### src/mesh_pkg.sv
package mesh_pkg;

    // mesh size
    localparam int NX = 4;  // columns
    localparam int NY = 4;  // rows

    localparam int XW = $clog2(NX);
    localparam int YW = $clog2(NY);

    typedef logic [XW-1:0] x_coord_t;
    typedef logic [YW-1:0] y_coord_t;

    // router ports, north is toward smaller y
    typedef enum logic [2:0] {
        PORT_LOCAL = 3'd0,
        PORT_EAST  = 3'd1,
        PORT_NORTH = 3'd2,
        PORT_WEST  = 3'd3,
        PORT_SOUTH = 3'd4
    } port_e;

    localparam int NUM_PORTS = 5;

    // one bit per port, indexed by port_e
    typedef logic [NUM_PORTS-1:0] port_mask_t;

    // one-hot mask for a single port
    function automatic port_mask_t port_bit(port_e p);
        port_mask_t m;
        m = '0;
        m[p] = 1'b1;
        return m;
    endfunction

endpackage

### src/route_pkg.sv
package route_pkg;

    // routing algorithm select
    typedef enum logic [2:0] {
        ALG_XY             = 3'd0,
        ALG_WEST_FIRST     = 3'd1,
        ALG_NORTH_LAST     = 3'd2,
        ALG_NEGATIVE_FIRST = 3'd3,
        ALG_ODD_EVEN       = 3'd4,
        ALG_DUATO          = 3'd5
    } route_alg_e;

    // compact destination code for adaptive routers, x is the msb
    typedef struct packed {
        logic x;  // destination lies east
        logic y;  // destination lies north
        logic a;  // an x port is allowed
        logic b;  // a y port is allowed
    } route_code_t;

    typedef struct packed {
        logic x_plus;
        logic x_min;
        logic y_plus;
        logic y_min;
        logic cur_x_odd;
        logic dst_x_odd;
        logic x_far;      // two or more columns east
    } dir_flags_t;

    function automatic logic moves_x(dir_flags_t f);
        return f.x_plus | f.x_min;
    endfunction

    function automatic logic moves_y(dir_flags_t f);
        return f.y_plus | f.y_min;
    endfunction

    function automatic logic is_local(dir_flags_t f);
        return !moves_x(f) && !moves_y(f);
    endfunction

    // productive port on the x axis, empty when aligned
    function automatic mesh_pkg::port_mask_t x_port(dir_flags_t f);
        mesh_pkg::port_mask_t m;
        m = '0;
        m[mesh_pkg::PORT_EAST] = f.x_plus;
        m[mesh_pkg::PORT_WEST] = f.x_min;
        return m;
    endfunction

    // productive port on the y axis
    function automatic mesh_pkg::port_mask_t y_port(dir_flags_t f);
        mesh_pkg::port_mask_t m;
        m = '0;
        m[mesh_pkg::PORT_NORTH] = f.y_min;
        m[mesh_pkg::PORT_SOUTH] = f.y_plus;
        return m;
    endfunction

endpackage

### src/dir_if.sv
`timescale 1ns/1ps

interface dir_if;
    import route_pkg::*;

    logic       valid;  // request sits in the second stage
    route_alg_e alg;
    dir_flags_t flags;

    modport producer (
        output valid,
        output alg,
        output flags
    );

    modport consumer (
        input valid,
        input alg,
        input flags
    );

endinterface

### src/mesh_dir_stage.sv
`timescale 1ns/1ps

module mesh_dir_stage (
    input  logic                  clk,
    input  logic                  reset,
    input  logic                  route_req,
    input  route_pkg::route_alg_e route_alg,
    input  mesh_pkg::x_coord_t    current_x,
    input  mesh_pkg::y_coord_t    current_y,
    input  mesh_pkg::x_coord_t    dest_x,
    input  mesh_pkg::y_coord_t    dest_y,
    dir_if.producer               dir
);
    import mesh_pkg::*;
    import route_pkg::*;

    dir_flags_t  flags_next;
    logic [XW:0] dx_ext;  // one extra bit so the difference cannot wrap

    assign dx_ext = {1'b0, dest_x} - {1'b0, current_x};

    always_comb begin
        flags_next.x_plus    = (dest_x > current_x);
        flags_next.x_min     = (dest_x < current_x);
        flags_next.y_plus    = (dest_y > current_y);  // south
        flags_next.y_min     = (dest_y < current_y);  // north
        flags_next.cur_x_odd = current_x[0];
        flags_next.dst_x_odd = dest_x[0];
        // only meaningful when heading east
        flags_next.x_far     = flags_next.x_plus && (dx_ext >= (XW+1)'(2));
    end

    // strobe register
    always_ff @(posedge clk) begin
        if (reset) begin
            dir.valid <= 1'b0;
        end else begin
            dir.valid <= route_req;
        end
    end

    // request context, captured only with a request
    always_ff @(posedge clk) begin
        if (route_req) begin
            dir.alg   <= route_alg;
            dir.flags <= flags_next;
        end
    end

endmodule

### src/mesh_route_unit.sv
`timescale 1ns/1ps

module mesh_route_unit (
    input  logic                   clk,
    input  logic                   reset,
    input  logic                   route_req,    // one-cycle strobe
    input  route_pkg::route_alg_e  route_alg,
    input  mesh_pkg::x_coord_t     current_x,
    input  mesh_pkg::y_coord_t     current_y,
    input  mesh_pkg::x_coord_t     dest_x,
    input  mesh_pkg::y_coord_t     dest_y,
    output logic                   route_valid,  // two cycles after route_req
    output mesh_pkg::port_mask_t   route_ports,
    output route_pkg::route_code_t route_code
);

    // stage 1 to stage 2 pipeline register
    dir_if dir_bus ();

    mesh_dir_stage dir_stage_i (
        .clk       (clk),
        .reset     (reset),
        .route_req (route_req),
        .route_alg (route_alg),
        .current_x (current_x),
        .current_y (current_y),
        .dest_x    (dest_x),
        .dest_y    (dest_y),
        .dir       (dir_bus.producer)
    );

    port_select_stage select_stage_i (
        .clk         (clk),
        .reset       (reset),
        .dir         (dir_bus.consumer),
        .route_valid (route_valid),
        .route_ports (route_ports),
        .route_code  (route_code)
    );

endmodule

### src/port_select_stage.sv
`timescale 1ns/1ps

module port_select_stage (
    input  logic                   clk,
    input  logic                   reset,
    dir_if.consumer                dir,
    output logic                   route_valid,
    output mesh_pkg::port_mask_t   route_ports,
    output route_pkg::route_code_t route_code
);
    import mesh_pkg::*;
    import route_pkg::*;

    dir_flags_t  f;
    port_mask_t  xp;       // productive x port
    port_mask_t  yp;       // productive y port
    logic        aligned;  // only one axis left to travel
    port_mask_t  mask_next;
    route_code_t code_next;

    assign f       = dir.flags;
    assign xp      = x_port(f);
    assign yp      = y_port(f);
    assign aligned = moves_x(f) ^ moves_y(f);

    always_comb begin
        mask_next = '0;
        case (dir.alg)
            ALG_XY: begin
                if (is_local(f)) begin
                    mask_next = port_bit(PORT_LOCAL);
                end else if (moves_x(f)) begin
                    mask_next = xp;  // finish x first
                end else begin
                    mask_next = yp;
                end
            end

            ALG_WEST_FIRST: begin
                if (is_local(f)) begin
                    mask_next = port_bit(PORT_LOCAL);
                end else if (aligned) begin
                    mask_next = xp | yp;
                end else if (f.x_min) begin
                    mask_next = port_bit(PORT_WEST);  // west hops go first
                end else begin
                    mask_next = port_bit(PORT_EAST) | yp;
                end
            end

            ALG_NORTH_LAST: begin
                if (is_local(f)) begin
                    mask_next = port_bit(PORT_LOCAL);
                end else if (aligned) begin
                    mask_next = xp | yp;
                end else if (f.y_min) begin
                    mask_next = xp;  // north only once x is done
                end else begin
                    mask_next = xp | port_bit(PORT_SOUTH);
                end
            end

            ALG_NEGATIVE_FIRST: begin
                if (is_local(f)) begin
                    mask_next = port_bit(PORT_LOCAL);
                end else if (aligned) begin
                    mask_next = xp | yp;
                end else if (f.x_min && f.y_min) begin
                    mask_next = port_bit(PORT_WEST);
                end else if (f.x_min) begin
                    mask_next = port_bit(PORT_WEST) | port_bit(PORT_SOUTH);
                end else if (f.y_min) begin
                    mask_next = port_bit(PORT_EAST) | port_bit(PORT_NORTH);
                end else begin
                    mask_next = port_bit(PORT_SOUTH);
                end
            end

            ALG_ODD_EVEN: begin
                if (is_local(f)) begin
                    mask_next = port_bit(PORT_LOCAL);
                end else if (aligned) begin
                    mask_next = xp | yp;
                end else if (f.x_plus) begin
                    // east-bound, turns out of x only in odd columns
                    if (f.cur_x_odd) begin
                        mask_next = mask_next | yp;
                    end
                    if (f.dst_x_odd || f.x_far) begin
                        mask_next = mask_next | port_bit(PORT_EAST);
                    end
                end else begin
                    // west-bound
                    mask_next = port_bit(PORT_WEST);
                    if (!f.cur_x_odd) begin
                        mask_next = mask_next | yp;  // even column
                    end
                end
            end

            ALG_DUATO: begin
                if (is_local(f)) begin
                    mask_next = port_bit(PORT_LOCAL);
                end else begin
                    mask_next = xp | yp;  // any productive port
                end
            end

            default: begin
                mask_next = '0;  // unknown opcode
            end
        endcase
    end

    // destination code from flags and chosen mask
    always_comb begin
        code_next.x = f.x_plus;
        code_next.y = f.y_min;
        code_next.a = mask_next[PORT_EAST] | mask_next[PORT_WEST];
        code_next.b = mask_next[PORT_NORTH] | mask_next[PORT_SOUTH];
    end

    always_ff @(posedge clk) begin
        if (reset) begin
            route_valid <= 1'b0;
        end else begin
            route_valid <= dir.valid;
        end
    end

    // results, updated only for a live request
    always_ff @(posedge clk) begin
        if (dir.valid) begin
            route_ports <= mask_next;
            route_code  <= code_next;
        end
    end

endmodule

### config.mk
export PLATFORM = sky130hd
export DESIGN_NAME = mesh_route_unit
export DESIGN_NICKNAME = d
export VERILOG_FILES = /design/src/mesh_pkg.sv /design/src/route_pkg.sv /design/src/dir_if.sv /design/src/mesh_dir_stage.sv /design/src/mesh_route_unit.sv /design/src/port_select_stage.sv
export SDC_FILE = /design/constraint.sdc
export NUM_CORES = 1
export LEC_CHECK = 0
export BUFFER_PORTS_ARGS = -buffer_cell sky130_fd_sc_hd__clkbuf_2
export CAP_MARGIN = 0
export CORE_MARGIN = 2
export CORE_UTILIZATION = 40
export CTS_CLUSTER_DIAMETER = 30
export DETAILED_ROUTE_END_ITERATION = 8
export GPL_ROUTABILITY_DRIVEN = 1
export HOLD_SLACK_MARGIN = 0.03
export PLACE_DENSITY = 0.66
export SLEW_MARGIN = 20
export SYNTH_ARGS = -nofsm -noshare
export SYNTH_HDL_FRONTEND = slang
export SYNTH_SLANG_ARGS = --single-unit
### constraint.sdc
create_clock -name clk -period 2.82 [get_ports clk]
set_clock_uncertainty 0.2 [all_clocks]
set_input_delay 0.423 -clock clk [delete_from_list [all_inputs] [get_ports clk]]
set_output_delay 0.423 -clock clk [all_outputs]
set_load 0.01 [all_outputs]
==> impl_metrics.toml <==
[layout]
ff_latch_area_um2 = 611
drive_above_1_share = 0.277
fillCellCount = 250
num_antenna_cells = 0
multi_input_area_um2 = 468
area_growth_pct = 13.1
layout.cells.non_filler = 150
fin_nets = 141

[placed_design]
place_hpwl_um = 1400
dp_cells = 146
place_congestion = 0.874
port_buffers = 23
post-place-ws_ps = 465

[worst_setup_path]
crit_chain = "nor2_1, ha_1, nor3b_2, a221oi_2, a2111oi_2, o211ai_2"
slowest_stage = "edfxtp_1"
startpoint_type = "register"
crit_path_max_incr_delay_ps = 530
worst_ep_arrival_time_ps = 2230
path_delay_family = "compound AO/OA/AOI/OAI gates"
cp.buffers_inverters = 0
worstPathMaxFanout = 9
crit_required_ps = 2670
worst_setup_path_end_kind = "register"
critPathKind = "register to register"

[timing]
drv_slew = 0
setup_violations = 0
setup_ws_ps = 444
tightest_slew_ps = 491
fin_crit_sh = 0.842
max_freq_ghz = 0.421
hold_viol_final = 0
tns_ps = 0
rsz0062_at_grt = "false"
relSlewSlack = 0.673
fin_crit_ps = 2380

[power_and_ir_drop]
power.density_nw_per_um2 = 525
irDropWorstVdd_mv = 0.317
p_sw_frac = 0.273
comb_power_share = 0.199
p_leak_uw = 0.000560
pwr-share-clk = 0.209
p_sw_uw = 186
power.internal_uw = 497
pwr-share-seq = 0.592

[floorplan]
die_area_um2 = 3320
rows = 19
core_area_um2 = 2730
start_util = 0.421
ioPinCount = 24
die_w_um = 57.6
die_h_um = 57.6

[grt]
overflow = 0
grt_pass1_wl_um = 3060
grt_max_degree = 16
grt_antenna_before_repair = 0
track_usage = 0.119
first_global_vias = 710

[cts]
clkTransAtPathRegs_ps = 110
clock-root-buffer = "clkbuf_4"
cts_tree = "yes"
numClockSinks = 21
ctsHoldBuffers = 0
post_cts_buffers = 0
clk-insertion-delay-late_ps = 300
cts_inserted_buffers = 3
cts-resized-gates = 0
cts_buffer_depth = 2
htree_num_levels = 1

[routing]
via_count = 789
drt-total-wl_um = 1810
drtIter0Drc = 8
via_per_inst = 5.26
detail_route.wl_per_cell_um = 12.0
drc_errors = 0
antenna_left = 0
first_pass_iters = 4

[logic_synthesis]
synth_cell_types = 39
syn_avg_cell_area_um2 = 11.9
synth_most_common_cell = "edfxtp_1"
async_flop_share = 0
syn_nets = 118
yosysWarnings = 0
synth_ff_type = "edfxtp_1"
synth_top_cells_by_area = "edfxtp_1, ha_1, inv_1, dfxtp_1, nor2_1"
synth_common_cells = "edfxtp_1, inv_1, nor2_1"
synth-seq-area-share = 0.531
yosysTopAreaCell = "edfxtp_1"
synth_edf_count = 19
synth_area_um2 = 1150
ys_ff_latch = 21
netlist_instances = 97
yosysTopAreaCellShare = 0.496

[run]
max_cap_viol_count = 0

[worst_hold_path]
hp-class = "primary input to register"

[run_status]
status = "finished, final reports clean"
## sequential cells by signal (all words and copies together) (netlist names)
name                        count
dir_stage_i.dir.flags           7
select_stage_i.route_ports      5
select_stage_i.route_code       4
dir_stage_i.dir.alg             3
dir_stage_i.dir.valid           1
select_stage_i.route_valid      1
## cell usage in the layout, fill, tap and decap left out, types with 2 or more instances in the layout
master and count:
nor2_1 9, and2_1 2, dfxtp_1 2, clkbuf_4 3
edfxtp_1 19, nand2b_1 5, nand2_1 4, ha_1 6
a21oi_1 4, a2111oi_2 2, clkbuf_2 23, inv_1 11
nor2b_1 3
## final timing paths
path | depth (start not counted) | from | slack, ps | to
worst max register to register | 6 | dir_stage_i.dir.flags[6]$_DFFE_PP_ | 440 | select_stage_i.route_code[0]$_DFFE_PP_
worst min register to register | 0 | dir_stage_i.dir.flags[3]$_DFFE_PP_ | 360 | select_stage_i.route_code[2]$_DFFE_PP_
worst max-delay path | 6 | dir_stage_i.dir.flags[6]$_DFFE_PP_ | 440 | select_stage_i.route_code[0]$_DFFE_PP_
worst min-delay path | 2 | reset | 80 | dir_stage_i.dir.valid$_SDFF_PP0_
## through the flow
stage / power (µW) / cell area [µm²] / utilization / hold WS, ps
after floorplan: 506 / 1150 / - / 221
after global placement: 549 / 1270 / 0.466 / 315
after detailed placement: 549 / 1270 / 0.466 / 342
after CTS: 691 / 1300 / 0.476 / 71.5
after global routing: 719 / 1300 / 0.476 / 75.3
final: 683 / 1300 / 0.476 / 77.5
## power by group through the flow
stage / sequential, µW / clock (µW) / combinational, µW
floorplan: 404 / 0 / 102
global placement: 412 / 0 / 136
detailed placement: 412 / 0 / 137
CTS: 405 / 149 / 137
global route: 409 / 157 / 153
finish: 404 / 143 / 136
## final cells by class
| cell class | count | area share |
|---|---|---|
| Inverter | 11 | 0.0318 |
| Tap cell | 31 | 0.0298 |
| Clock buffer | 4 | 0.0202 |
| Timing Repair Buffer | 23 | 0.0885 |
| Sequential cell | 21 | 0.470 |
| Multi-Input combinational cell | 60 | 0.360 |
## metal layers
metal  GRT usage  vias to the layer above  wire (µm)
met1       0.141                      366        851
li1            -                      396          -
met3      0.0201                        4         82
met2       0.206                       23        845
met4      0.0598                        0         27
met5           0                        -          0
## worst reg2reg max path: stages, from the launching register on
cell and delay (ps):
edfxtp_1 530, nor2_1 160, ha_1 320, nor3b_2 250, a221oi_2 100, a2111oi_2 470, o211ai_2 110
## cells by family (layout without fill, tap and decap cells)
kind of cell | after synthesis | count (layout) | share of synthesized area
XOR/XNOR | 1 | 1 | 0.00762
flip-flops | 21 | 21 | 0.531
buffers and inverters | 16 | 38 | 0.0620
multiplexers | 1 | 1 | 0.00871
adder cells (fa/ha/maj) | 7 | 7 | 0.0827
AO/OA/AOI/OAI | 20 | 20 | 0.157
AND/OR/NAND/NOR | 31 | 31 | 0.151
No activity file was read; power rests on OpenSTA's default activity.
